==> src/sdramPkg.sv <==
package sdramPkg;

	// ====================
	// command pins, packed as {cs, ras, cas, we}
	typedef enum logic [3:0] {
		cmdInhibit   = 4'b1111, // cs high, device deselected
		cmdNop       = 4'b0111, // selected, no operation
		cmdActive    = 4'b0011, // open a row in one bank
		cmdRead      = 4'b0101, // column read, burst start
		cmdWrite     = 4'b0100, // column write, burst start
		cmdPrecharge = 4'b0010, // close row, a10 high means all banks
		cmdAutoRef   = 4'b0001, // cbr refresh
		cmdLoadMode  = 4'b0000  // mode register from addr
	} sdramCmd_t;

	// everything one engine drives onto the pins, data excluded
	typedef struct packed {
		sdramCmd_t   cmd;
		logic [1:0]  ba;   // bank select
		logic [12:0] addr; // row on activate, column on rd/wr
	} sdramBus_t;

	// ====================
	// user side types
	typedef logic [15:0] sysAddr_t;   // [14:13] bank, [12:0] row, bit 15 spare
	typedef logic [31:0] data_t;      // one dq word
	typedef logic [12:0] fifoLevel_t; // fill count of the external FIFOs

	// row span of one transfer
	typedef struct packed {
		sysAddr_t first; // first row moved
		sysAddr_t last;  // end row, not moved
	} addrRange_t;

	// ====================
	// device constants
	// mode word:
	//   [2:0] 111 full page burst
	//   [3]   0 sequential
	//   [6:4] 011 cas latency 3
	//   [9]   0 burst applies to writes too
	localparam logic [12:0] ModeRegValue = 13'h037;

	localparam int unsigned CasLatency       = 3;  // must match ModeRegValue[6:4]
	localparam int unsigned PostRowRefreshes = 3;  // refreshes after every row
	localparam int unsigned RefreshGap       = 11; // idle cycles after refresh or precharge

	// bus value while nothing is selected
	localparam sdramBus_t InhibitBus = '{cmd: cmdInhibit, ba: 2'b00, addr: 13'd0};

endpackage

==> src/sdramInit.sv <==
`timescale 1ns/1ps

module sdramInit import sdramPkg::*; #(
	parameter int unsigned InitWaitCycles = 14000 // power-up wait in cycles
) (
	input  logic      sys_clk,
	input  logic      nRST,
	output sdramBus_t initBus,
	output logic      initDone
);

	// one-hot sequence
	typedef enum logic [4:0] {
		powerWait    = 5'b00001,
		prechargeAll = 5'b00010,
		refreshAll   = 5'b00100,
		loadMode     = 5'b01000,
		initEnd      = 5'b10000
	} initState_t;

	localparam int unsigned WaitW     = $clog2(InitWaitCycles + 1);
	localparam int unsigned ShortGap  = 3; // idle after precharge-all and load-mode
	localparam int unsigned InitRefs  = 8;

	initState_t       state;
	logic [WaitW-1:0] waitCnt; // power-up wait
	logic [3:0]       gapCnt;  // idle cycles after a command
	logic [2:0]       refCnt;  // refreshes issued

	always_ff @(posedge sys_clk or negedge nRST)
	begin
		if (!nRST)
		begin
			state    <= powerWait;
			waitCnt  <= '0;
			gapCnt   <= '0;
			refCnt   <= '0;
			initBus  <= InhibitBus;
			initDone <= 1'b0;
		end
		else
		begin
			initBus.cmd <= cmdInhibit; // every idle cycle
			case (state)
				powerWait:
				begin
					if (waitCnt == WaitW'(InitWaitCycles - 1))
					begin
						waitCnt <= '0;
						state   <= prechargeAll;
					end
					else
						waitCnt <= waitCnt + 1'b1;
				end
				prechargeAll:
				begin
					if (gapCnt == 4'd0)
					begin
						initBus <= '{cmd: cmdPrecharge, ba: 2'b00, addr: 13'h0400}; // a10 set
						gapCnt  <= gapCnt + 1'b1;
					end
					else if (gapCnt == 4'(ShortGap))
					begin
						gapCnt <= '0;
						state  <= refreshAll;
					end
					else
						gapCnt <= gapCnt + 1'b1;
				end
				refreshAll:
				begin
					if (gapCnt == 4'd0)
					begin
						initBus.cmd <= cmdAutoRef;
						gapCnt      <= gapCnt + 1'b1;
					end
					else if (gapCnt == 4'(RefreshGap))
					begin
						gapCnt <= '0;
						refCnt <= refCnt + 1'b1; // wraps to 0 after the eighth
						if (refCnt == 3'(InitRefs - 1))
							state <= loadMode;
					end
					else
						gapCnt <= gapCnt + 1'b1;
				end
				loadMode:
				begin
					if (gapCnt == 4'd0)
					begin
						initBus <= '{cmd: cmdLoadMode, ba: 2'b00, addr: ModeRegValue};
						gapCnt  <= gapCnt + 1'b1;
					end
					else if (gapCnt == 4'(ShortGap))
					begin
						gapCnt <= '0;
						state  <= initEnd;
					end
					else
						gapCnt <= gapCnt + 1'b1;
				end
				default:
					initDone <= 1'b1; // initEnd, held until reset
			endcase
		end
	end

endmodule

==> config.mk <==
export PLATFORM = sky130hd
export DESIGN_NAME = sdramInit
export DESIGN_NICKNAME = d
export VERILOG_FILES = /design/src/sdramPkg.sv /design/src/sdramInit.sv
export SDC_FILE = /design/constraint.sdc
export NUM_CORES = 1
export LEC_CHECK = 0
export BUFFER_PORTS_ARGS = -buffer_cell sky130_fd_sc_hd__buf_2
export CORE_UTILIZATION = 61
export DETAILED_ROUTE_END_ITERATION = 7
export PLACE_DENSITY = 0.83
export SLEW_MARGIN = 20
export SYNTH_ARGS = -nofsm -noshare
export SYNTH_HDL_FRONTEND = slang
export SYNTH_SLANG_ARGS = --single-unit
==> constraint.sdc <==
create_clock -name sys_clk -period 5.4 [get_ports sys_clk]
set_clock_uncertainty 0.05 [all_clocks]
set_input_delay 1.08 -clock sys_clk [delete_from_list [all_inputs] [get_ports sys_clk]]
set_output_delay 1.08 -clock sys_clk [all_outputs]
set_load 0.005 [all_outputs]
==> results.txt <==
The run finished with clean final reports. In this run, post-CTS hold repair placed 0 buffers. TritonCTS built the clock tree.

For this run, the top clock speed supported by timing is 407 MHz. The run gives 80 as the DRC marker count from the first detailed-route iteration. Clock buffer count from CTS: 5. The die covers 3170 µm².

Synthesis produced a netlist whose cell count is 183. The instance area after placement came out at 1770 µm². For this design, the sink count on the clock tree is 32. Buffers placed on the I/O ports in this run total 12. The tool flagged a number of max-cap violations equal to 0. The ratio of total power to cell area is 213 nW/µm².

The first global-routing pass estimated 5810 µm of wire. The horizontal die dimension is 56.3 µm. The logs give 0 for the total count of hold-check failures in the final report and 1245 for the number of global-route vias before repair. Area growth from synthesis to final layout: 1.88%.

The share of the clock period used by the worst path is 0.456, and the slew at the pin with the worst max-slew slack is 1.04 ns. Yosys instantiated no cell more often than sky130_fd_sc_hd__dfrtp_1. The run gives 0.0000890 W as the reported net switching power. Average detailed-routed wire length per instance: 15.0 µm. In the post-synthesis netlist, the biggest area contributors are sky130_fd_sc_hd__dfrtp_1 (39%), sky130_fd_sc_hd__buf_4 (5.8%), sky130_fd_sc_hd__dfstp_2 (5.8%), sky130_fd_sc_hd__ha_1 (3.5%), sky130_fd_sc_hd__xnor2_1 (3.4%).

Data arrives at the worst endpoint at 2.68 ns. The largest individual stage delay along the critical path comes from the cell sky130_fd_sc_hd__dfstp_2. The later pin in the worst-skew pair is clocked with a latency of 0.34 ns. The largest net degree at the start of global routing was 33. The post-CTS setup repair buffer count was 0; the average vias per placed instance was 6.09. The switching part of the total power was 0.228. The area taken by multi-input logic gates is 842 µm², and the register area share after synthesis is 0.448.

The post-synthesis area per instance is 9.84 µm², and the overall global routing resource usage is 0.242. The length of the first detailed-routing pass in iterations was 4; the maximum clock path buffer count was 2. Along the worst path, the maximum fanout reaches 7. The worst setup path is captured at a flop. CTS built an H-tree with a depth of 2. In this run the core area contains 19 standard-cell rows. In this run the vertical extent of the chip is 56.3 µm.

For this run, the leading register cell type out of synthesis is sky130_fd_sc_hd__dfrtp_1. On the worst path, the slowest cell contributes a delay of 0.61 ns. The logs give 1800 µm² for the cell area after synthesis and 50 for the number of library cell types mapped by synthesis. The logs give 0 for the sum of overflow across all layers after global routing and 0 for the total of cells resized after clock tree synthesis. For the combinational power share, the log shows 0.016. After routing the design area is 1830 µm². The final layout contains 194 nets. At the end of routability-driven placement, the weighted congestion stood at 0.866.

Counting both buffers and inverters, the worst setup path holds a total of 0. For the count of endpoints failing setup in the final report, the log shows 0. The top cell type's share of synthesized area is 0.389, and the number of nets still failing antenna checks after routing is 0. The tightest slew margin relative to the limit is 0.306, and the HPWL after detailed placement is 2310 µm. The fraction of layout instances using a drive strength above 1 was 0.181.

The category of the most critical setup path was flop to flop. The cell family contributing the most delay on the critical path is simple AND/OR/NAND/NOR gates. Setup repair after global routing left no endpoint under its margin. Summed over all instances, the cell type with the most area after synthesis is sky130_fd_sc_hd__dfrtp_1. The fraction of registers with async set/reset came out at 1.00.

The sequential share of power is 0.613. The count of flip-flops with a built-in enable after synthesis works out to 0. After detailed routing, the number of remaining DRC violations is 0. Counting instances in the post-synthesis netlist gives the leading cell types as sky130_fd_sc_hd__dfrtp_1 (28), sky130_fd_sc_hd__buf_4 (14), sky130_fd_sc_hd__nor2_1 (12).

The number of storage elements in the synthesis netlist came out at 32. Detailed routing inserted a total of 1333 vias. 22 I/O pins were placed. The max-slew violation total from the final report came out at 0. In this run the worst hold path is classified as flop to flop.

In this run the static leakage power is 0.860 nW. At the worst endpoint, the required time is 5.62 ns. The region available for standard cell placement spans 2780 µm². For this run, the number of Yosys warnings is 0. After clock tree synthesis, the clock-pin slew on the worst setup and hold paths is 0.10 ns.

Portion of total power attributed to the clock network: 0.371. The root buffer selected by CTS is sky130_fd_sc_hd__clkbuf_4. 0 antenna diodes ended up in the layout. Final critical path time including I/O delays and setup: 2.46 ns. The logs give 0 for the initial antenna violation count and 3290 µm for the final routed wirelength across all metal layers. The signal on the critical path passes through or4b_1 -> or3_1 -> or4_1 -> a21oi_1. The type of element launching the critical path is a flop. The starting density of the core was 0.647.

Final setup TNS: 0 ns. The logs give 239 for the number of filler cells placed in the layout and 806 µm² for the register area. The highest ir drop seen on vdd came out at 0.000203 V. The design internal power is 0.000302 W.
[routing by layer]
| layer | global-route usage | vias up | part of all wire |
|---|---|---|---|
| met3 | 0.0691 | 7 | 0.064 |
| met5 | 0 | - | 0 |
| met4 | 0.0836 | 0 | 0.016 |
| met1 | 0.342 | 633 | 0.45 |
| li1 | - | 634 | - |
| met2 | 0.361 | 59 | 0.47 |
[final timing paths]
| check | start | to | slack, ns | cells after the start |
|---|---|---|---|---|
| max | state[0] | waitCnt[13] | 2.94 | 4 |
| min | initDone | initDone | 0.41 | 1 |
| max reg2reg | state[0] | waitCnt[13] | 2.94 | 4 |
| min reg2reg | initDone | initDone | 0.41 | 1 |
| max in group asynchronous | nRST | gapCnt[0] | 4.11 | 1 |
| min in group asynchronous | nRST | state[4] | 0.72 | 1 |
[registers in the layout (all words and copies together), names as in the netlist]
register / cells
initDone: 1
initBus: 5
waitCnt: 14
refCnt: 3
gapCnt: 4
state: 5
[placed cells by master (no fill, tap or decap), types with 5 or more instances in the layout]
| master | netlist | routed |
|---|---|---|
| sky130_fd_sc_hd__dfrtp_1 | 28 | 28 |
| sky130_fd_sc_hd__nor2_1 | 12 | 12 |
| sky130_fd_sc_hd__buf_2 | 2 | 12 |
| sky130_fd_sc_hd__conb_1 | 1 | 9 |
| sky130_fd_sc_hd__nand2_1 | 8 | 8 |
| sky130_fd_sc_hd__inv_1 | 7 | 7 |
| sky130_fd_sc_hd__xnor2_1 | 7 | 7 |
| sky130_fd_sc_hd__nand3_1 | 7 | 7 |
| sky130_fd_sc_hd__a21oi_1 | 7 | 7 |
| sky130_fd_sc_hd__o21ai_0 | 6 | 6 |
| sky130_fd_sc_hd__nor3_1 | 6 | 6 |
| sky130_fd_sc_hd__nor4_1 | 6 | 6 |
| sky130_fd_sc_hd__xor2_1 | 5 | 5 |
| sky130_fd_sc_hd__or3_1 | 5 | 5 |
| sky130_fd_sc_hd__mux2_2 | 5 | 5 |
| sky130_fd_sc_hd__ha_1 | 5 | 5 |
| sky130_fd_sc_hd__clkbuf_4 | 0 | 5 |
[power by group through the flow]
stage                     clock (W)  combinational, W  sequential [W]
after floorplan                   0        0.00000608        0.000244
after global placement            0        0.00000615        0.000244
after detailed placement          0        0.00000630        0.000244
after CTS                  0.000149        0.00000630        0.000240
after global routing       0.000160        0.00000765        0.000240
final                      0.000145        0.00000612        0.000240
[cells by family after synthesis]
kind of cell / after synthesis / share of synthesized area
AOI/OAI and AO/OA: 30 / 0.110
xor gates and xnor gates: 12 / 0.0584
adders and majority gates: 5 / 0.0347
buffers and inverters: 30 / 0.101
DFF: 32 / 0.448
muxes: 5 / 0.0313
other: 1 / 0.00208
and+or+nand+nor: 68 / 0.214
[per-stage QoR]
stage	instances	total power [W]	setup slack [ns]	hold WS, ns	util
final	219	0.000391	2.94	0.413	0.659
after global routing	219	0.000407	2.81	0.446	0.659
after CTS	219	0.000395	2.93	0.422	0.659
after detailed placement	211	0.000251	2.94	0.400	0.637
after global placement	211	0.000250	2.99	0.385	0.637
after floorplan	191	0.000250	3.07	0.398	-
[final cells by class]
cell class	instances	area share
multi-input combinational	129	0.459
tap	31	0.0211
clock buffer	6	0.0280
clock inverter	2	0.00546
timing repair buffer	12	0.0327
sequential	32	0.439
inverter	7	0.0143
(Power assumes the default switching activity.)
