`src/sdramPkg.sv`:
```
package sdramPkg;

	// ====================
	// command pins, packed as {cs, ras, cas, we}
	typedef enum logic [3:0] {
		cmdInhibit   = 4'b1111, // cs high, device deselected
		cmdNop       = 4'b0111, // selected, no operation
		cmdActive    = 4'b0011, // open a row in one bank
		cmdRead      = 4'b0101, // column read, burst start
		cmdWrite     = 4'b0100, // column write, burst start
		cmdPrecharge = 4'b0010, // close row, a10 high means all banks
		cmdAutoRef   = 4'b0001, // cbr refresh
		cmdLoadMode  = 4'b0000  // mode register from addr
	} sdramCmd_t;

	// everything one engine drives onto the pins, data excluded
	typedef struct packed {
		sdramCmd_t   cmd;
		logic [1:0]  ba;   // bank select
		logic [12:0] addr; // row on activate, column on rd/wr
	} sdramBus_t;

	// ====================
	// user side types
	typedef logic [15:0] sysAddr_t;   // [14:13] bank, [12:0] row, bit 15 spare
	typedef logic [31:0] data_t;      // one dq word
	typedef logic [12:0] fifoLevel_t; // fill count of the external FIFOs

	// row span of one transfer
	typedef struct packed {
		sysAddr_t first; // first row moved
		sysAddr_t last;  // end row, not moved
	} addrRange_t;

	// ====================
	// device constants
	// mode word:
	//   [2:0] 111 full page burst
	//   [3]   0 sequential
	//   [6:4] 011 cas latency 3
	//   [9]   0 burst applies to writes too
	localparam logic [12:0] ModeRegValue = 13'h037;

	localparam int unsigned CasLatency       = 3;  // must match ModeRegValue[6:4]
	localparam int unsigned PostRowRefreshes = 3;  // refreshes after every row
	localparam int unsigned RefreshGap       = 11; // idle cycles after refresh or precharge

	// bus value while nothing is selected
	localparam sdramBus_t InhibitBus = '{cmd: cmdInhibit, ba: 2'b00, addr: 13'd0};

endpackage

```
`src/refreshTimer.sv`:
```
`timescale 1ns/1ps

module refreshTimer #(
	parameter int unsigned RefreshInterval = 781 // cycles between refresh requests
) (
	input  logic sys_clk,
	input  logic nRST,
	input  logic enable, // device ready
	input  logic refAck, // one-cycle pulse from the engine
	output logic refReq
);

	localparam int unsigned CntW = $clog2(RefreshInterval + 1);

	logic [CntW-1:0] count;

	// ====================
	// interval count, request held until acknowledged
	always_ff @(posedge sys_clk or negedge nRST)
	begin
		if (!nRST)
		begin
			count  <= '0;
			refReq <= 1'b0;
		end
		else if (!enable || refAck)
		begin
			count  <= '0; // restart interval
			refReq <= 1'b0;
		end
		else if (count == CntW'(RefreshInterval - 1))
			refReq <= 1'b1; // count parks here while pending
		else
			count <= count + 1'b1;
	end

endmodule

```
`src/sdramWriter.sv`:
```
`timescale 1ns/1ps

module sdramWriter import sdramPkg::*; #(
	parameter int unsigned PageWords       = 1024,
	parameter int unsigned RefreshInterval = 781,
	parameter int unsigned EmptyLevel      = 1200 // upstream words needed per row
) (
	input  logic       sys_clk,
	input  logic       nRST,
	input  logic       initDone,
	input  logic       start,
	input  addrRange_t range,
	input  data_t      preFifoData, // show-ahead head word
	input  fifoLevel_t preFifoLevel,
	output logic       preFifoRdEn,
	output sdramBus_t  wrBus,
	output data_t      wrData,
	output logic       busy
);

	typedef enum logic [3:0] {
		idle     = 4'b0001,
		waitData = 4'b0010,
		burst    = 4'b0100,
		refresh  = 4'b1000
	} wrState_t;

	// ====================
	// burst counter marks
	localparam int unsigned RdEnAt   = 2;                      // pop starts
	localparam int unsigned WriteAt  = 3;                      // write cmd, word 0 latched
	localparam int unsigned LastWord = PageWords + 2;          // last word latched
	localparam int unsigned PrechAt  = PageWords + 3;
	localparam int unsigned RowEnd   = PrechAt + RefreshGap;   // row index steps
	localparam int unsigned CntW     = $clog2(RowEnd + 1);

	wrState_t        state;
	logic [CntW-1:0] cnt;
	logic [3:0]      gapCnt;  // refresh spacing
	logic [1:0]      refLeft; // refreshes still owed
	sysAddr_t        rowIdx;
	logic            refReq;
	logic            refAck;
	logic            latchWord;

	refreshTimer #(.RefreshInterval(RefreshInterval)) refTimer (
		.sys_clk(sys_clk),
		.nRST   (nRST),
		.enable (initDone),
		.refAck (refAck),
		.refReq (refReq)
	);

	// word popped this cycle goes out with the next bus cycle
	assign latchWord = (state == burst) && (cnt >= WriteAt) && (cnt <= LastWord);

	always_ff @(posedge sys_clk)
	begin
		if (latchWord)
			wrData <= preFifoData;
	end

	always_ff @(posedge sys_clk or negedge nRST)
	begin
		if (!nRST)
		begin
			state       <= idle;
			cnt         <= '0;
			gapCnt      <= '0;
			refLeft     <= '0;
			rowIdx      <= '0;
			refAck      <= 1'b0;
			preFifoRdEn <= 1'b0;
			wrBus       <= InhibitBus;
			busy        <= 1'b0;
		end
		else
		begin
			wrBus.cmd <= cmdNop; // default gap cycle
			refAck    <= 1'b0;
			case (state)
				idle:
				begin
					if (refReq)
					begin
						refAck  <= 1'b1; // timer restarts
						refLeft <= 2'd1;
						state   <= refresh;
					end
					else if (!start || !initDone)
					begin
						rowIdx <= range.first; // arm next transfer
						busy   <= 1'b0;
					end
					else if (rowIdx < range.last)
					begin
						busy  <= 1'b1;
						state <= waitData;
					end
					else
						busy <= 1'b0; // range done, start still high
				end
				waitData:
				begin
					if (refReq)
					begin
						refAck  <= 1'b1;
						refLeft <= 2'd1;
						state   <= refresh;
					end
					else if (preFifoLevel >= EmptyLevel)
						state <= burst; // a full page is buffered
				end
				burst:
				begin
					cnt <= cnt + 1'b1;
					if (cnt == 0)
						wrBus <= '{cmd: cmdActive, ba: rowIdx[14:13], addr: rowIdx[12:0]};
					else if (cnt == WriteAt)
						wrBus <= '{cmd: cmdWrite, ba: rowIdx[14:13], addr: 13'd0}; // col 0
					else if (cnt == PrechAt)
						wrBus <= '{cmd: cmdPrecharge, ba: rowIdx[14:13], addr: 13'd0}; // ends burst
					if (cnt == RdEnAt)
						preFifoRdEn <= 1'b1;
					else if (cnt == LastWord)
						preFifoRdEn <= 1'b0; // exactly PageWords pops
					if (cnt == RowEnd)
					begin
						cnt     <= '0;
						rowIdx  <= rowIdx + 1'b1;
						refLeft <= 2'(PostRowRefreshes);
						state   <= refresh;
					end
				end
				default: // refresh
				begin
					if (gapCnt == 4'd0)
					begin
						wrBus.cmd <= cmdAutoRef;
						gapCnt    <= gapCnt + 1'b1;
					end
					else if (gapCnt == 4'(RefreshGap))
					begin
						gapCnt  <= '0;
						refLeft <= refLeft - 1'b1;
						if (refLeft == 2'd1)
							state <= idle; // idle decides the next row
					end
					else
						gapCnt <= gapCnt + 1'b1;
				end
			endcase
		end
	end

endmodule

```
`config.mk`:
```
export PLATFORM = sky130hd
export DESIGN_NAME = sdramWriter
export DESIGN_NICKNAME = d
export VERILOG_FILES = /design/src/sdramPkg.sv /design/src/refreshTimer.sv /design/src/sdramWriter.sv
export SDC_FILE = /design/constraint.sdc
export NUM_CORES = 1
export LEC_CHECK = 0
export BUFFER_PORTS_ARGS = -buffer_cell sky130_fd_sc_hd__buf_2
export CAP_MARGIN = 20
export CORE_ASPECT_RATIO = 0.9
export CORE_MARGIN = 1.5
export CORE_UTILIZATION = 30
export CTS_BUF_LIST = sky130_fd_sc_hd__clkbuf_16
export DETAILED_ROUTE_END_ITERATION = 7
export GPL_ROUTABILITY_DRIVEN = 0
export GPL_TIMING_DRIVEN = 0
export SLEW_MARGIN = 20
export SYNTH_ARGS = -nofsm -noshare
export SYNTH_HDL_FRONTEND = slang
export SYNTH_SLANG_ARGS = --single-unit
```
`constraint.sdc`:
```
create_clock -name sys_clk -period 4.9 [get_ports sys_clk]
set_input_delay 0.735 -clock sys_clk [delete_from_list [all_inputs] [get_ports sys_clk]]
set_output_delay 0.735 -clock sys_clk [all_outputs]
set_load 0.005 [all_outputs]
```
==> results of run 1 <==
==> worst max-delay path, delay by kind of cell, from the launching register on <==
family | cells | cell delay [ps]
AND/OR/NAND/NOR | 3 | 1170
AO/OA/AOI/OAI | 2 | 580
buffers and inverters | 2 | 450
flip-flops | 1 | 430
==> area by class of cell <==
cell class	instances	area share (%)
Sequential cell	102	42.9
Multi-Input combinational cell	338	34.1
Timing Repair Buffer	132	11.0
Tap cell	207	4.09
Clock buffer	9	3.55
Buffer	22	1.82
Inverter	29	1.72
Clock inverter	7	0.770
==> cell usage after synthesis (7+ instances only) <==
master | instances | area share (%)
xor2_1 | 8 | 1.4
nand2b_1 | 9 | 1.1
nand4_1 | 8 | 0.98
nand2_1 | 66 | 4.9
edfxtp_1 | 32 | 19
o21ai_0 | 41 | 4.0
o22ai_1 | 7 | 0.86
nor2_1 | 28 | 2.1
ha_1 | 24 | 5.9
a21oi_1 | 39 | 3.8
nand3_1 | 18 | 1.8
inv_1 | 29 | 2.1
nor3_1 | 11 | 1.1
dfrtp_1 | 65 | 32
clkbuf_1 | 12 | 0.89
==> metal layers <==
layer	wire length, µm	GRT usage, %	vias to the layer above
met5	0	0	-
met1	5580	17.7	2032
met4	217	5.51	0
li1	-	-	2034
met3	930	4.83	16
met2	6040	25.0	142
==> report_power, final <==
part	internal [mW]	leakage, nW	switching, mW	total (mW)
sequential	1.06	1.18	0.203	1.26
clock	0.345	0.128	0.327	0.672
combinational	0.417	1.53	0.540	0.957
==> cells by family (layout without fill, tap and decap cells) <==
logic type | after synthesis | in the layout
AND/OR/NAND/NOR | 170 | 170
multiplexers | 8 | 8
AO/OA/AOI/OAI | 122 | 122
adder cells (fa/ha/maj) | 24 | 24
buffers and inverters | 51 | 199
XOR/XNOR | 13 | 13
flip-flops | 102 | 102
other | 1 | 1
==> worst paths after layout <==
path                            startpoint    endpoint  slack (ps)  cells after the start
worst max register to register      cnt[6]  wrData[24]        1960                      7
worst min-delay path                  nRST   rowIdx[2]         290                      1
min in group sys_clk              wrBus[6]    wrBus[6]         480                      2
max in group asynchronous             nRST    state[0]        4000                      2
worst max-delay path                cnt[6]  wrData[24]        1960                      7
worst min register to register    wrBus[6]    wrBus[6]         480                      2
==> sequential cells by signal, indices dropped and copies added, names as in the netlist <==
name	cells
busy	1
cnt	11
gapCnt	4
preFifoRdEn	1
refAck	1
refLeft	2
refTimer.count	10
refTimer.refReq	1
rowIdx	16
state	4
wrBus	19
wrData	32
==> impl_metrics.ini, run 1 <==
[status]
status = complete, no violations

[synth]
ys_ff_latch = 102
synth_area_mm2 = 0.00509
yosys.area_share.simple_pct = 17.3
synth.yosys.seq_area_share_pct = 53.4
synth_compound_area_share_pct = 15.0
synth_adder_area_share_pct = 5.90
ys_types = 64
synth_ff_type = dfrtp_1
synth_top_family_by_area = simple AND/OR/NAND/NOR gates
synthCells = 491
mappedNetlistNets = 596
muxShareOfSynthArea_pct = 1.70
yosys_warnings = 0
synth-xor-area-share_pct = 2.24
synth-async-reset-ratio_pct = 68.6
synth_edf_count = 32
syn_avg_cell_area_um2 = 10.4

[run]
drv_cap = 0

[clock_tree]
numCtsBuffers = 9
hold_buffers = 0
clk_latency_ps = 350
cts_root_buffer = clkbuf_16
clockBufferDepth = 2
post_cts_resized = 0
htree_levels = 3
post_cts_buffers = 0
cts_tree = yes
clk_pin_slew_ps = 70
cts.sinks = 102

[worst_setup_path]
crit_path_start_kind = register
crit_path_cell_trace = or4_4 -> or2_4 -> nor3_1 -> o21ai_0 -> a221oi_4 -> buf_6 -> buf_6
max_stage_delay_ps = 560
critPathArrivalTime_ps = 3000
critPathRequiredTime_ps = 4960
crit_type = reg -> reg
slowest_stage = or4_4
cp_common_cell = buf_6
cp-end-kind = register
cp_max_fo = 17

[placement]
port_buffers = 129
dp_cells = 830
dpl_worst_slack_ps = 1960
place_area_mm2 = 0.00606
dpl.hpwl_um = 9680

[timing]
finalHoldViolCount = 0
tightest_slew_ps = 831
slew_headroom_pct = 44.3
setup_viol = 0
timing.hold.ws_ps = 286
finalWorstSetupSlack_ps = 1960
slew_viol_final = 0
max_clock_freq_ghz = 0.340
final.min_clock_period_ps = 2940
worst_clock_skew_ps = 8.25
period_share_pct = 60.0
grt_setup_unrepaired = false
tns_ps = 0

[global_route]
grt_max_degree = 46
gr-usage-all-layers_pct = 14.8
grt_overflow = 0
grt_first_pass_wirelength_um = 20700
grt_antenna_before_repair = 0
grt_pass1_vias = 4278

[drt]
drtAntennaViolNets = 0
wl_per_cell_um = 15.1
num_vias = 4224
drt-initial-drc-count = 185
drc = 0
via_per_inst = 4.99
drt_wl_total_um = 12800
first_pass_iters = 4

[floorplanning]
fp-row-count = 44
coreArea_mm2 = 0.0164
die_x_um = 140
start_util_pct = 31.1
dieArea_mm2 = 0.0177
die-height_um = 127
boundaryPins = 134

[cells_and_area]
antenna_cells = 0
mostFrequentLayoutCells = buf_2 (133), nand2_1 (66), dfrtp_1 (65)
nNetsFinal = 739
seq_area_mm2 = 0.00272
stdcell_area_mm2 = 0.00634
nFillCells = 1646
drive_gt1_share_pct = 29.3
multi_input_area_mm2 = 0.00216
layout.cells.non_filler = 846
utilization_pct = 38.8
area_growth_pct = 24.5
layout_commonest_cell = buf_2

[min_path]
hold_path.class = in -> async

[pwr]
power_mw = 2.89
max-vdd-ir-drop_uv = 171
powerDensity_mw_per_mm2 = 456
p_leak_nw = 2.83
No activity file was read; power rests on OpenSTA's default activity.
==> inputs of run 2 (changes only) <==
--- a/config.mk
+++ b/config.mk
@@ -5,6 +5,7 @@
 export SDC_FILE = /design/constraint.sdc
 export NUM_CORES = 1
 export LEC_CHECK = 0
+export ABC_AREA = 1
 export BUFFER_PORTS_ARGS = -buffer_cell sky130_fd_sc_hd__buf_2
 export CAP_MARGIN = 20
 export CORE_ASPECT_RATIO = 0.9
==> constraint.sdc (replaced) <==
create_clock -name sys_clk -period 2.73 [get_ports sys_clk]
set_input_delay 0.4095 -clock sys_clk [delete_from_list [all_inputs] [get_ports sys_clk]]
set_output_delay 0.4095 -clock sys_clk [all_outputs]
set_load 0.005 [all_outputs]
==> run 2 against run 1 <==
  * Register-to-register slack got worse by 1500 ps
  * Critical path type unchanged
  * Cell count increased by 11%
  * Final area increased by 2.0%
  * Combinational power decreased by 67%
  * Critical path depth unchanged
  * Highest routed layer is now met5
  * Area after synthesis increased by 2.1%
  * Largest power group unchanged
  * Critical endpoint is now wrData[6]
  * First-iteration DRC count increased by 56%
==> impl_metrics.ini, run 2 <==
[status]
status = complete, no violations

[drt]
first_pass_iters = 4
num_vias = 4271
wl_met1_um = 5750
wl_met3_um = 658
drt-initial-drc-count = 288
wl_per_cell_um = 13.1
top_layer = met5
drc = 0
drt_wl_total_um = 12300
met2_length_um = 5720
drtAntennaViolNets = 0
via_per_inst = 4.54

[synth]
synth-async-reset-ratio_pct = 68.6
synth_top_area_share_pct = 31.3
ys_top_cells_by_area = dfrtp_1 (31%), edfxtp_1 (19%), nand2_1 (9.5%)
synth_ff_type = dfrtp_1
yosysMostFrequentCell = nand2_1
synthCells = 582
synth_edf_count = 32
yosys_warnings = 0
ys_ff_latch = 102
synth_common_cells = nand2_1 (131), inv_1 (77), dfrtp_1 (65)
ys_types = 40
syn_avg_cell_area_um2 = 8.92
synth_top_area_cell = dfrtp_1
synth.yosys.seq_area_share_pct = 52.3
mappedNetlistNets = 687
synth_area_mm2 = 0.00519

[timing]
finalWorstSetupSlack_ps = 467
max_clock_freq_ghz = 0.442
slew_viol_final = 0
grt_setup_unrepaired = false
slew_headroom_pct = 60.1
setup_viol = 0
worst_clock_skew_ps = 11.7
finalHoldViolCount = 0
tightest_slew_ps = 598
final.min_clock_period_ps = 2260
tns_ps = 0
period_share_pct = 82.9

[global_route]
grt_pass1_vias = 4132
grt_antenna_before_repair = 1
gr-usage-all-layers_pct = 14.2
grt_first_pass_wirelength_um = 20200
grt_max_degree = 37
grt_overflow = 0

[cells_and_area]
mostFrequentLayoutCells = buf_2 (134), nand2_1 (131), inv_1 (77)
regMostFlops = wrData
stdcell_area_mm2 = 0.00646
largest_reg_flops = 32
layout_commonest_cell = buf_2
area_growth_pct = 24.4
reg_top3 = wrData (32), wrBus (19), rowIdx (16)
drive_gt1_share_pct = 25.6
antenna_cells = 0
layout.cells.non_filler = 941
nNetsFinal = 830

[clock_tree]
post_cts_buffers = 0
post_cts_resized = 0
numCtsBuffers = 9
htree_levels = 3
cts_root_buffer = clkbuf_16
clockBufferDepth = 2
cts.sinks = 102
clk_pin_slew_ps = 70
clk_latency_ps = 350
cts_tree = yes
hold_buffers = 0

[worst_setup_path]
critPathRequiredTime_ps = 2800
timing.rr.end = wrData[6]
cp-end-kind = register
rr_worst_depth = 7
cp_max_fo = 17
crit_path_start_kind = register
reg2reg_slack_ps = 470
timing.rr.start = state[3]
crit_type = reg -> reg
critPathArrivalTime_ps = 2330

[pwr]
power_mw = 3.21
powerDensity_mw_per_mm2 = 497
max-vdd-ir-drop_uv = 310
p_leak_nw = 3.19

[floorplanning]
start_util_pct = 30.7
boundaryPins = 134
fp-row-count = 45
die_x_um = 142
die-height_um = 128
dieArea_mm2 = 0.0181
coreArea_mm2 = 0.0169

[placement]
dpl_worst_slack_ps = 468
dpl.hpwl_um = 9470
place_area_mm2 = 0.00618
port_buffers = 129
dp_cells = 925

[run]
drv_cap = 0

[min_path]
hold_path.class = in -> async
[run 2: worst max-delay path by stage]
stage,from,end,cells past startpoint,slack [ps]
2_1_floorplan,state[3],wrData[0],5,400
3_3_place_gp,state[3],wrData[28],5,-250
3_5_place_dp,state[3],wrData[28],7,470
4_1_cts,state[3],wrData[6],7,450
5_1_grt,state[3],wrData[6],7,350
6_report,state[3],wrData[6],7,470
[run 2: cell type report]
class / count / area [µm²]
fillers: 1743 / 10400
flip-flops and latches: 102 / 2720
multi-input cells: 390 / 2110
repair buffers: 132 / 711
inverters: 78 / 298
well taps: 211 / 264
clock buffers: 9 / 225
plain buffers: 12 / 82.6
clock inverters: 7 / 55.1
[run 2: stage by stage]
| stage | hold slack, ps | util, % |
|---|---|---|
| floorplan | 114 | - |
| global placement | 464 | 36.2 |
| detailed placement | 409 | 36.6 |
| CTS | 20.1 | 38.2 |
| global route | 47.6 | 38.2 |
| finish | 5.68 | 38.2 |
[run 2: kinds of logic after synthesis]
kind of cell             synth area share [%]
flip-flops                               52.3
adder cells (fa/ha/maj)                  5.78
buffers and inverters                    7.32
AND/OR/NAND/NOR                          22.8
other                                  0.0722
AO/OA/AOI/OAI                            9.64
XOR/XNOR                                 2.02
[run 2: report_power, final]
part / leakage, nW / switching (mW) / internal [mW] / total (mW)
Combinational: 1.85 / 0.183 / 0.132 / 0.316
Sequential: 1.21 / 0.0411 / 1.61 / 1.65
Clock: 0.135 / 0.612 / 0.632 / 1.24
[run 2: worst max-delay path, cell delays in order (launching register included)]
cell and delay, ps:
dfrtp_1 410, nor2_2 140, nand3_2 200, buf_2 250, clkbuf_1 300, nor3_4 280
buf_8 210, buf_16 170
[run 2: per-layer routing]
layer | global-route usage (%) | vias up
met4 | 4.18 | 2
met1 | 19.1 | 1960
met3 | 2.99 | 13
met2 | 23.0 | 92
li1 | - | 2204
met5 | 0 | -
