[src/sdramPkg.sv]
package sdramPkg;

	// ====================
	// command pins, packed as {cs, ras, cas, we}
	typedef enum logic [3:0] {
		cmdInhibit   = 4'b1111, // cs high, device deselected
		cmdNop       = 4'b0111, // selected, no operation
		cmdActive    = 4'b0011, // open a row in one bank
		cmdRead      = 4'b0101, // column read, burst start
		cmdWrite     = 4'b0100, // column write, burst start
		cmdPrecharge = 4'b0010, // close row, a10 high means all banks
		cmdAutoRef   = 4'b0001, // cbr refresh
		cmdLoadMode  = 4'b0000  // mode register from addr
	} sdramCmd_t;

	// everything one engine drives onto the pins, data excluded
	typedef struct packed {
		sdramCmd_t   cmd;
		logic [1:0]  ba;   // bank select
		logic [12:0] addr; // row on activate, column on rd/wr
	} sdramBus_t;

	// ====================
	// user side types
	typedef logic [15:0] sysAddr_t;   // [14:13] bank, [12:0] row, bit 15 spare
	typedef logic [31:0] data_t;      // one dq word
	typedef logic [12:0] fifoLevel_t; // fill count of the external FIFOs

	// row span of one transfer
	typedef struct packed {
		sysAddr_t first; // first row moved
		sysAddr_t last;  // end row, not moved
	} addrRange_t;

	// ====================
	// device constants
	// mode word:
	//   [2:0] 111 full page burst
	//   [3]   0 sequential
	//   [6:4] 011 cas latency 3
	//   [9]   0 burst applies to writes too
	localparam logic [12:0] ModeRegValue = 13'h037;

	localparam int unsigned CasLatency       = 3;  // must match ModeRegValue[6:4]
	localparam int unsigned PostRowRefreshes = 3;  // refreshes after every row
	localparam int unsigned RefreshGap       = 11; // idle cycles after refresh or precharge

	// bus value while nothing is selected
	localparam sdramBus_t InhibitBus = '{cmd: cmdInhibit, ba: 2'b00, addr: 13'd0};

endpackage

[src/refreshTimer.sv]
`timescale 1ns/1ps

module refreshTimer #(
	parameter int unsigned RefreshInterval = 781 // cycles between refresh requests
) (
	input  logic sys_clk,
	input  logic nRST,
	input  logic enable, // device ready
	input  logic refAck, // one-cycle pulse from the engine
	output logic refReq
);

	localparam int unsigned CntW = $clog2(RefreshInterval + 1);

	logic [CntW-1:0] count;

	// ====================
	// interval count, request held until acknowledged
	always_ff @(posedge sys_clk or negedge nRST)
	begin
		if (!nRST)
		begin
			count  <= '0;
			refReq <= 1'b0;
		end
		else if (!enable || refAck)
		begin
			count  <= '0; // restart interval
			refReq <= 1'b0;
		end
		else if (count == CntW'(RefreshInterval - 1))
			refReq <= 1'b1; // count parks here while pending
		else
			count <= count + 1'b1;
	end

endmodule

[src/sdramReader.sv]
`timescale 1ns/1ps

module sdramReader import sdramPkg::*; #(
	parameter int unsigned PageWords       = 1024,
	parameter int unsigned RefreshInterval = 781,
	parameter int unsigned FullLevel       = 3000 // downstream room limit per row
) (
	input  logic       sys_clk,
	input  logic       nRST,
	input  logic       initDone,
	input  logic       start,
	input  addrRange_t range,
	input  data_t      rdData, // dq pins
	input  fifoLevel_t postFifoLevel,
	output data_t      postFifoData,
	output logic       postFifoWrEn,
	output sdramBus_t  rdBus,
	output logic       busy
);

	typedef enum logic [3:0] {
		idle     = 4'b0001,
		waitData = 4'b0010,
		burst    = 4'b0100,
		refresh  = 4'b1000
	} rdState_t;

	// ====================
	// burst counter marks
	localparam int unsigned ReadAt    = 3;                     // read cmd, col 0
	localparam int unsigned DelayAt   = 4;                     // cnt parks for cas latency
	localparam int unsigned FirstWord = 5;
	localparam int unsigned PrechAt   = PageWords + 1;         // PageWords after read cmd
	localparam int unsigned LastWord  = PageWords + 4;
	localparam int unsigned RowEnd    = PrechAt + RefreshGap;
	localparam int unsigned CntW      = $clog2(RowEnd + 1);

	rdState_t        state;
	logic [CntW-1:0] cnt;
	logic [1:0]      dly;      // cas latency wait
	logic [3:0]      gapCnt;
	logic [1:0]      refLeft;
	logic            fromIdle; // refresh return target
	sysAddr_t        rowIdx;
	logic            refReq;
	logic            refAck;
	logic            inWindow;

	refreshTimer #(.RefreshInterval(RefreshInterval)) refTimer (
		.sys_clk(sys_clk),
		.nRST   (nRST),
		.enable (initDone),
		.refAck (refAck),
		.refReq (refReq)
	);

	// dq carries valid read data in these cycles
	assign inWindow = (state == burst) && (cnt >= FirstWord) && (cnt <= LastWord);

	always_ff @(posedge sys_clk)
	begin
		if (inWindow)
			postFifoData <= rdData;
	end

	always_ff @(posedge sys_clk or negedge nRST)
	begin
		if (!nRST)
		begin
			state        <= idle;
			cnt          <= '0;
			dly          <= '0;
			gapCnt       <= '0;
			refLeft      <= '0;
			fromIdle     <= 1'b0;
			rowIdx       <= '0;
			refAck       <= 1'b0;
			postFifoWrEn <= 1'b0;
			rdBus        <= InhibitBus;
			busy         <= 1'b0;
		end
		else
		begin
			rdBus.cmd    <= cmdNop;
			refAck       <= 1'b0;
			postFifoWrEn <= inWindow; // aligned with postFifoData
			case (state)
				idle:
				begin
					if (refReq)
					begin
						refAck   <= 1'b1;
						refLeft  <= 2'd1;
						fromIdle <= 1'b1;
						state    <= refresh;
					end
					else if (!start || !initDone)
					begin
						rowIdx <= range.first;
						busy   <= 1'b0;
					end
					else if (rowIdx != range.last)
					begin
						busy  <= 1'b1;
						state <= waitData;
					end
					else
						busy <= 1'b0;
				end
				waitData:
				begin
					if (refReq)
					begin
						refAck   <= 1'b1;
						refLeft  <= 2'd1;
						fromIdle <= 1'b0;
						state    <= refresh;
					end
					else if (rowIdx == range.last)
					begin
						busy  <= 1'b0; // range finished
						state <= idle;
					end
					else if (postFifoLevel <= FullLevel)
						state <= burst;
				end
				burst:
				begin
					if (cnt == DelayAt && dly != 2'(CasLatency - 1))
						dly <= dly + 1'b1;
					else
					begin
						dly <= '0;
						cnt <= cnt + 1'b1;
					end
					if (cnt == 0)
						rdBus <= '{cmd: cmdActive, ba: rowIdx[14:13], addr: rowIdx[12:0]};
					else if (cnt == ReadAt)
						rdBus <= '{cmd: cmdRead, ba: rowIdx[14:13], addr: 13'd0};
					else if (cnt == PrechAt)
						rdBus <= '{cmd: cmdPrecharge, ba: rowIdx[14:13], addr: 13'd0}; // stops burst
					if (cnt == RowEnd)
					begin
						cnt      <= '0;
						rowIdx   <= rowIdx + 1'b1;
						refLeft  <= 2'(PostRowRefreshes);
						fromIdle <= 1'b0;
						state    <= refresh;
					end
				end
				default: // refresh
				begin
					if (gapCnt == 4'd0)
					begin
						rdBus.cmd <= cmdAutoRef;
						gapCnt    <= gapCnt + 1'b1;
					end
					else if (gapCnt == 4'(RefreshGap))
					begin
						gapCnt  <= '0;
						refLeft <= refLeft - 1'b1;
						if (refLeft == 2'd1)
							state <= fromIdle ? idle : waitData;
					end
					else
						gapCnt <= gapCnt + 1'b1;
				end
			endcase
		end
	end

endmodule

[config.mk]
export PLATFORM = sky130hd
export DESIGN_NAME = sdramReader
export DESIGN_NICKNAME = d
export VERILOG_FILES = /design/src/sdramPkg.sv /design/src/refreshTimer.sv /design/src/sdramReader.sv
export SDC_FILE = /design/constraint.sdc
export NUM_CORES = 1
export LEC_CHECK = 0
export BUFFER_PORTS_ARGS = -buffer_cell sky130_fd_sc_hd__buf_4
export CORE_ASPECT_RATIO = 2
export CORE_MARGIN = 10
export CORE_UTILIZATION = 45
export DETAILED_ROUTE_END_ITERATION = 16
export PLACE_DENSITY_LB_ADDON = 0.25
export SLEW_MARGIN = 20
export SYNTH_ARGS = -nofsm -noshare
export SYNTH_HDL_FRONTEND = slang
export SYNTH_SLANG_ARGS = --single-unit
[constraint.sdc]
create_clock -name sys_clk -period 3 [get_ports sys_clk]
set_input_delay 0.6 -clock sys_clk [delete_from_list [all_inputs] [get_ports sys_clk]]
set_output_delay 0.6 -clock sys_clk [all_outputs]
set_load 0.005 [all_outputs]
==> flow_summary_export.csv, run 1 <==
group,metric,value,unit
layout,layout-drive-gt1-share,0.297,
timing,rsz0062_at_grt,"no",
floorplanning,row_count,54,
floorplanning,die_y,168,um
timing,fin_crit_sh,0.834,
cts,clock-sinks,105,
routing,viasPerCell,5.49,
power,p_seq_frac,0.433,
layout,fin_cells,726,
layout,antennaDiodeCount,0,
cts,numCtsBuffers,9,
critical_path,cp_slowest_cell,"dfrtp_1",
floorplanning,coreArea,10800,um2
timing,max_freq,0.399,GHz
floorplanning,die_x,93.9,um
power,p_clk_frac,0.211,
logic_synthesis,synth-warning-count,0,
placement,dp_cells,710,
critical_path,path_depth,8,
logic_synthesis,synth_edf_count,32,
cts,cts_buffer_depth,2,
timing,finClkSkew,0.00667,ns
timing,finalSetupViolCount,0,
logic_synthesis,synth_nets,542,
power,power_switching,1.84,mW
floorplanning,die-area,15800,um2
routing,wl,12.6,mm
grt,grtUsageTotal,0.158,
logic_synthesis,synth_cell_types,59,
cts,clk_pin_slew,0.07,ns
placement,dp_hpwl,9.74,mm
logic_synthesis,yosysSeqAreaShare,0.568,
grt,grt_pass1_vias,4057,
cts,htreeDepth,3,
layout,area_delta_synth_final,28.6,%
cts,cts_tree,"done",
cts,ctsHoldBuffers,0,
floorplanning,initial_core_util,0.455,
routing,ant_nets,0,
critical_path,crit_path_cell_trace,"inv_1 -> ha_1 -> and4_1 -> nand3_1 -> a222oi_1 -> a21bo_2 -> a21oi_4 -> mux2_2",
timing,setup_tns,0,ns
grt,grt_pass1_wl,20.2,mm
logic_synthesis,syn-cell-area,4920,um2
grt,grt_max_degree,74,
logic_synthesis,ys.flop_type,"dfrtp_1",
logic_synthesis,synth-seq-cells,105,
cts,clk_latency,0.34,ns
cts,cts_resized,0,
routing,wire_per_inst,17.4,um
power,peakVddDrop,0.450,mV
grt,grt_antenna_before_repair,0,
timing,maxSlewHeadroom,0.380,
floorplanning,io_pins,134,
power,leakage,2.72,nW
layout,fillers,946,
timing,hold_violations,0,
power,comb_power_share,0.356,
cts,post_cts_buffers,0,
grt,overflow,0,
critical_path,r2r_slack,0.50,ns
layout,fin_nets,672,
routing,drt-initial-drc-count,185,
placement,gp_congestion,0.910,
critical_path,critical_path.max_fanout,7,
critical_path,crit_family,"compound AO/OA/AOI/OAI gates",
critical_path,worst-path-buf-inv,1,
placement,port_buffers,133,
critical_path,end_kind,"flip-flop",
critical_path,setup.worst_path.start_class,"flip-flop",
logic_synthesis,avgSynthCellArea,10.9,um2
power,power_density,818,nW/um2
logic_synthesis,synth-async-reset-ratio,0.695,
critical_path,max_stage_delay,0.45,ns
routing,firstDrtPassIters,4,
critical_path,required,3.23,ns
timing,slew_violations,0,
critical_path,crit_arrival,2.73,ns
power,p_sw_frac,0.357,
timing,period_needed,2.50,ns
routing,post-route-drc-count,0,
job,cap_violations,0,
critical_path,r2r_cells,8,
cts,cts-root-buf,"clkbuf_16",
min_path,hold_path.class,"input pin to async pin",
power,p_int,3.33,mW
critical_path,path_class,"flip-flop to flip-flop",
timing,tightestPinTransition,0.929,ns
run_status,outcome,"completed",
logic_synthesis,netlist_instances,451,
routing,vias,3984,
per-stage QoR:
step           setup slack, ns  area, um2  hold slack, ns  utilization  power [mW]
2_1_floorplan            0.419       4920           0.304            -        3.45
3_3_place_gp             0.672       6040           0.467        0.559        4.03
3_5_place_dp             0.587       6040           0.486        0.559        4.10
4_1_cts                  0.495       6320           0.416        0.585        5.22
5_1_grt                  0.337       6320           0.415        0.585        5.51
6_report                 0.497       6320           0.382        0.585        5.17
state kept, by name, summed over array words and instances (netlist names):
register         cells
busy                 1
cnt                 11
dly                  2
fromIdle             1
gapCnt               4
postFifoData        32
postFifoWrEn         1
rdBus               19
refAck               1
refLeft              2
refTimer.count      10
refTimer.refReq      1
rowIdx              16
state                4
area by class of cell:
class / count / area (um2) / area share
flip-flops and latches: 105 / 2790 / 0.442
multi-input cells: 312 / 1980 / 0.313
repair buffers: 139 / 1040 / 0.165
clock buffers: 10 / 239 / 0.0378
well taps: 140 / 175 / 0.0277
inverters: 14 / 52.6 / 0.00831
clock inverters: 6 / 41.3 / 0.00653
placed cells by master, fill, tap and decap left out, drive strengths merged, types with 2 or more instances in the layout:
cell type,instances
buf,139
dfrtp,68
nor2,45
nand2,41
edfxtp,32
a21oi,29
o21ai,26
xnor2,22
nand3,19
a22o,15
inv,15
nand4,11
ha,10
clkbuf,10
nor3,8
o22ai,7
or3,6
xor2,6
and3,6
a2bb2oi,6
a31oi,6
mux2,5
dfstp,5
nand2b,4
and2,3
nor2b,3
o31ai,3
mux2i,3
o22a,3
nor4b,3
clkinv,3
and3b,2
nand3b,2
and4,2
a211oi,2
clkinvlp,2
nor4,2
power by group through the flow:
stage | Sequential, mW | Clock [mW] | Combinational [mW]
final | 2.24 | 1.09 | 1.84
after global placement | 2.24 | 0 | 1.79
after global routing | 2.29 | 1.18 | 2.04
after CTS | 2.23 | 1.13 | 1.86
after detailed placement | 2.26 | 0 | 1.84
after floorplan | 2.09 | 0 | 1.36
worst register-to-register path: cells and delay by family (launching register included):
kind,cells,cell delay (ns)
AOI/OAI and AO/OA,3,0.85
DFF,1,0.45
and+or+nand+nor,2,0.40
muxes,1,0.35
adders and majority gates,1,0.21
buffers and inverters,1,0.12
per-layer routing:
layer	routed length [um]	track usage	up-vias	part of all wire
li1	-	-	1887	-
met1	4950	0.174	1904	0.39
met2	6330	0.263	166	0.50
met3	980	0.0548	27	0.078
met4	361	0.0771	0	0.029
met5	0	0	-	0
cell families after synthesis:
kind of cell / share of synthesized area
mux: 0.0176
other cells: 0.000762
fa+ha+maj: 0.0254
compound gates: 0.148
simple gates: 0.161
buf+inv: 0.0300
xor+xnor: 0.0499
flops: 0.568
cell usage after synthesis (7+ instances only):
cell type / count / area [um2]
dfrtp_1: 68 / 1700
nor2_1: 44 / 165
nand2_1: 40 / 150
edfxtp_1: 32 / 961
a21oi_1: 28 / 140
xnor2_1: 22 / 193
o21ai_0: 20 / 100
nand3_1: 18 / 90.1
a22o_1: 15 / 131
inv_1: 14 / 52.6
clkbuf_1: 11 / 41.3
nand4_1: 11 / 68.8
ha_1: 10 / 125
nor3_1: 8 / 40.0
o22ai_1: 7 / 43.8
final timing paths:
path / from / to
max: cnt[0] / state[1]
min: nRST / rdBus[7]
max reg2reg: cnt[0] / state[1]
min reg2reg: rdBus[13] / rdBus[13]
max in group asynchronous: nRST / cnt[0]
min in group sys_clk: rdData[0] / postFifoData[0]
(Power assumes the default switching activity.)
==> run 2: changes to the inputs <==
==> constraint.sdc (replaced) <==
create_clock -name sys_clk -period 2.1 [get_ports sys_clk]
set_input_delay 0.42 -clock sys_clk [delete_from_list [all_inputs] [get_ports sys_clk]]
set_output_delay 0.42 -clock sys_clk [all_outputs]
set_load 0.005 [all_outputs]
==> flow_summary_export.csv, run 2 (synthesized netlist as in run 1, its figures left out) <==
group,metric,value,unit
critical_path,critical_path.max_fanout,5,
power,leakage,3.03,nW
placement,place_area,6480,um2
routing,vias,4223,
routing,ant_nets,0,
critical_path,r2r_cells,7,
power,peakVddDrop,0.809,mV
layout,antennaDiodeCount,0,
layout,fillers,874,
timing,finalSetupViolCount,2,
floorplanning,initial_core_util,0.455,
min_path,hold_path.class,"input pin to async pin",
critical_path,r2r_slack,-0.09,ns
layout,final_cell_mix,"buf_4, dfrtp_1, nor2_1",
critical_path,crit_arrival,2.42,ns
grt,grt_antenna_before_repair,0,
layout,final_common_cell,"buf_4",
cts,cts_tree,"done",
routing,wl,14.3,mm
timing,tightestPinTransition,0.713,ns
critical_path,required,2.33,ns
critical_path,max_stage_delay,0.46,ns
floorplanning,io_pins,134,
floorplanning,coreArea,10800,um2
layout,regArea,2800,um2
routing,post-route-drc-count,0,
timing,period_needed,2.19,ns
grt,grt_pass1_vias,4454,
grt,overflow,0,
critical_path,reg2reg_from,"state[1]",
critical_path,crit_path_start,"state[1]",
run_status,outcome,"complete, but fails checks",
critical_path,setup.worst_path.start_class,"flip-flop",
timing,max_freq,0.457,GHz
grt,grt_pass1_wl,22.3,mm
routing,viasPerCell,5.42,
layout,largest_reg_flops,32,
critical_path,path_class,"flip-flop to flip-flop",
layout,area_delta_synth_final,40.0,%
floorplanning,die_y,168,um
cts,numCtsBuffers,9,
critical_path,r2r_end,"state[1]",
grt,grtUsageTotal,0.178,
placement,gp_congestion,0.879,
grt,grt_max_degree,43,
power,power_density,1200,nW/um2
routing,wl_met1,5.07,mm
layout,final_area,6890,um2
cts,htreeDepth,3,
timing,rsz0062_at_grt,"yes",
layout,layout-drive-gt1-share,0.377,
cts,cts_buffer_depth,2,
floorplanning,row_count,54,
timing,setup_ws,-0.0897,ns
floorplanning,die-area,15800,um2
timing,slew_violations,0,
layout,regMostFlops,"postFifoData",
layout,multi_input_area,2100,um2
cts,ctsHoldBuffers,0,
job,cap_violations,0,
floorplanning,die_x,93.9,um
layout,largestRegisters,"postFifoData x32, rdBus x19, rowIdx x16",
routing,highest_layer,"met4",
layout,fin_nets,725,
run_status,violations,"setup timing",
cts,clock-sinks,105,
critical_path,cp_slowest_cell,"dfrtp_1",
cts,clk_latency,0.35,ns
timing,hold_violations,0,
timing,fin_crit_sh,1.04,
timing,finClkSkew,0.00897,ns
routing,wire_per_inst,18.3,um
routing,route.met3.wl,1.03,mm
critical_path,crit_path_cell_trace,"buf_4 -> o21ai_0 -> o211ai_1 -> a222oi_1 -> a21bo_2 -> a21oi_4 -> mux2_4",
placement,port_buffers,133,
cts,clk_pin_slew,0.07,ns
critical_path,end_kind,"flip-flop",
routing,firstDrtPassIters,4,
timing,maxSlewHeadroom,0.520,
layout,post-route-util,0.637,
routing,drt-initial-drc-count,238,
cts,cts-root-buf,"clkbuf_16",
placement,dp_hpwl,11.2,mm
routing,met2_length,7.72,mm
==> run 2: cell count changes in the layout (fill, tap and decap cells not counted), sizes merged <==
cell	previous run	this run
buf	139	191
clkbuf	10	9
clkinvlp	2	0
inv	15	18
nor2	45	46
==> run 2: final cells by class <==
cell class | count | share of cell area
Clock inverter | 7 | 0.00872
Timing Repair Buffer | 191 | 0.214
Multi-Input combinational cell | 313 | 0.305
Clock buffer | 9 | 0.0327
Sequential cell | 105 | 0.406
Tap cell | 140 | 0.0254
Inverter | 14 | 0.00763
==> run 2: worst max-delay path by stage <==
stage | endpoint | cells after the start
2_1_floorplan | postFifoData[0] | 6
3_5_place_dp | state[1] | 8
5_1_grt | state[3] | 7
4_1_cts | rowIdx[14] | 6
6_report | state[1] | 7
3_3_place_gp | state[3] | 8
==> run 2: repair_timing <==
item,in CTS,in global routing
pin swaps,1,5
buffers inserted,0,5
gates cloned,1,0
gates resized for setup,3,12
setup endpoints to repair,40,65
hold endpoints to repair,0,0
==> run 2: worst max-delay path, delay by kind of cell (launching register included) <==
family / cells / cell delay, ns
AO/OA/AOI/OAI: 5 / 1.13
flip-flops: 1 / 0.46
multiplexers: 1 / 0.32
buffers and inverters: 1 / 0.17
==> run 2: through the flow <==
step	hold slack, ns	std cells	power, mW	TNS, ns	setup slack (ns)
floorplan	0.124	451	5.00	-0.336	-0.0100
global placement	0.390	757	6.30	-2.16	-0.215
detailed placement	0.393	757	6.43	-2.88	-0.160
finish	0.00126	779	8.23	-0.178	-0.0897
global route	0.0274	779	8.77	-0.571	-0.181
CTS	0.0173	774	8.09	-0.311	-0.0761
==> run 2: where the power goes <==
group / internal, mW / switching [mW] / total (mW) / leakage [nW]
Sequential: 2.62 / 0.430 / 3.05 / 1.21
Combinational: 1.84 / 1.74 / 3.58 / 1.68
Clock: 0.827 / 0.779 / 1.61 / 0.143
==> run 2: per-layer routing <==
layer / vias to the layer above / track usage
met2: 156 / 0.322
met3: 29 / 0.0521
met5: - / 0
li1: 1999 / -
met1: 2039 / 0.180
met4: 0 / 0.0824
==> run 3: changes to the inputs <==
--- a/config.mk
+++ b/config.mk
@@ -5,6 +5,7 @@
 export SDC_FILE = /design/constraint.sdc
 export NUM_CORES = 1
 export LEC_CHECK = 0
+export ABC_AREA = 1
 export BUFFER_PORTS_ARGS = -buffer_cell sky130_fd_sc_hd__buf_4
 export CORE_ASPECT_RATIO = 2
 export CORE_MARGIN = 10
==> flow_summary_export.csv, run 3 <==
group,metric,value,unit
run_status,outcome,"completed",
floorplanning,initial_core_util,0.458,
timing,rsz0062_at_grt,"no",
logic_synthesis,synth.most_common_cell,"nand2_1",
routing,firstDrtPassIters,4,
timing,hold_violations,0,
layout,largest_reg_flops,32,
timing,max_freq,0.506,GHz
layout,final_cell_mix,"nand2_1, buf_4, inv_1",
placement,dp_cells,955,
layout,fin_nets,910,
timing,fin_crit_sh,0.942,
critical_path,reg2reg_from,"cnt[0]",
job,cap_violations,0,
floorplanning,die_x,98.5,um
timing,whs,0.0331,ns
critical_path,path_class,"flip-flop to flip-flop",
logic_synthesis,synth-async-reset-ratio,0.695,
logic_synthesis,ys.flop_type,"dfrtp_1",
cts,cts-root-buf,"clkbuf_16",
cts,numCtsBuffers,9,
grt,grt_antenna_before_repair,0,
logic_synthesis,synth_edf_count,32,
floorplanning,io_pins,134,
logic_synthesis,avgSynthCellArea,8.13,um2
floorplanning,row_count,57,
timing,setup_ws,0.122,ns
logic_synthesis,netlist_instances,683,
timing,period_needed,1.98,ns
layout,final_common_cell,"nand2_1",
logic_synthesis,yosys.area.top_type_share,0.307,
cts,clock-sinks,105,
floorplanning,die_y,177,um
grt,grt_pass1_vias,4984,
layout,fin_cells,971,
cts,cts_tree,"done",
routing,post-route-drc-count,0,
critical_path,r2r_cells,7,
cts,ctsHoldBuffers,0,
routing,wire_per_inst,15.4,um
layout,largestRegisters,"postFifoData x32, rdBus x19, rowIdx x16",
grt,overflow,0,
logic_synthesis,synth_nets,774,
layout,layout-drive-gt1-share,0.249,
grt,grtUsageTotal,0.168,
routing,wl,15.0,mm
cts,htreeDepth,3,
cts,clk_pin_slew,0.07,ns
timing,finalSetupViolCount,0,
timing,maxSlewHeadroom,0.657,
logic_synthesis,synth-warning-count,0,
cts,cts_resized,0,
placement,dp_hpwl,12.0,mm
critical_path,r2r_slack,0.12,ns
timing,finClkSkew,0.00771,ns
grt,grt_max_degree,38,
logic_synthesis,synth-seq-cells,105,
critical_path,setup.worst_path.start_class,"flip-flop",
routing,viasPerCell,5.10,
placement,port_buffers,133,
logic_synthesis,synth_top_cell_by_area,"dfrtp_1",
timing,slew_violations,0,
critical_path,crit_arrival,2.03,ns
grt,grt_pass1_wl,23.9,mm
logic_synthesis,yosysSeqAreaShare,0.503,
power,power_density,585,nW/um2
cts,cts_buffer_depth,2,
layout,fillers,1095,
power,leakage,3.53,nW
critical_path,critical_path.max_fanout,33,
logic_synthesis,synth_cell_types,42,
min_path,hold_path.class,"input pin to async pin",
placement,dp_slack,0.174,ns
routing,ant_nets,0,
timing,tightestPinTransition,0.515,ns
layout,regMostFlops,"postFifoData",
logic_synthesis,yosys-top-cells-count,"nand2_1, inv_1, nor2_1",
critical_path,end_kind,"flip-flop",
critical_path,r2r_end,"postFifoData[13]",
layout,antennaDiodeCount,0,
layout,area_delta_synth_final,26.3,%
routing,vias,4953,
cts,clk_latency,0.35,ns
power,peakVddDrop,0.650,mV
logic_synthesis,synth_area_leaders,"dfrtp_1, edfxtp_1, nand2_1",
floorplanning,coreArea,12100,um2
critical_path,required,2.15,ns
logic_synthesis,syn-cell-area,5550,um2
cts,post_cts_buffers,0,
floorplanning,die-area,17400,um2
placement,gp_congestion,0.919,
timing,setup_tns,0,ns
routing,drt-initial-drc-count,221,
[run 3: cell type report]
class | count | area (um2) | area share
sequential | 105 | 2790 | 0.399
multi-input combinational | 463 | 2300 | 0.328
timing repair buffer | 138 | 1060 | 0.151
inverter | 102 | 388 | 0.0553
clock buffer | 9 | 225 | 0.0321
tap | 147 | 184 | 0.0262
clock inverter | 7 | 58.8 | 0.00839
[run 3: per-layer routing]
metal  vias up  GRT usage  wire, um
met4         0     0.0618       358
met1      2343      0.173      5470
li1       2447          -         -
met5         -          0         0
met2       138      0.325      8460
met3        25     0.0278       665
[run 3: report_power, final]
group	leakage [nW]	internal, mW	switching, mW
logic	2.16	0.161	0.192
registers	1.23	2.12	0.00684
clock network	0.135	0.827	0.798
total	3.53	3.11	0.997
[run 3: kinds of logic (layout without fill, tap and decap cells)]
family,Yosys count,count (layout),synth area share
simple gates,350,350,0.277
buf+inv,115,256,0.0847
flops,105,105,0.503
compound gates,87,87,0.0883
xor+xnor,15,15,0.0237
fa+ha+maj,10,10,0.0225
other cells,1,1,0.000675
[run 3: critical path, stage by stage (launching register included)]
cell and delay (ns):
dfrtp_1 0.43, inv_1 0.12, ha_1 0.17, inv_1 0.10
a211oi_1 0.29, nand2_1 0.14, a21oi_4 0.19, buf_12 0.22
[run 3: worst max-delay path by stage]
stage	start	to	depth (start not counted)	slack [ns]
after floorplan	cnt[0]	postFifoData[0]	6	0.01
after global placement	cnt[0]	postFifoData[13]	7	0.29
after detailed placement	cnt[1]	postFifoData[13]	7	0.17
after CTS	cnt[1]	postFifoData[13]	7	0.16
after global routing	cnt[0]	postFifoData[19]	7	0.03
final	cnt[0]	postFifoData[13]	7	0.12
[run 3: metrics by stage]
step / instance area [um2] / utilization / total power [mW]
finish: 7010 / 0.578 / 4.10
global placement: 6730 / 0.555 / 2.51
global route: 7010 / 0.578 / 4.25
CTS: 7010 / 0.578 / 4.14
detailed placement: 6730 / 0.555 / 2.52
floorplan: 5570 / - / 2.33
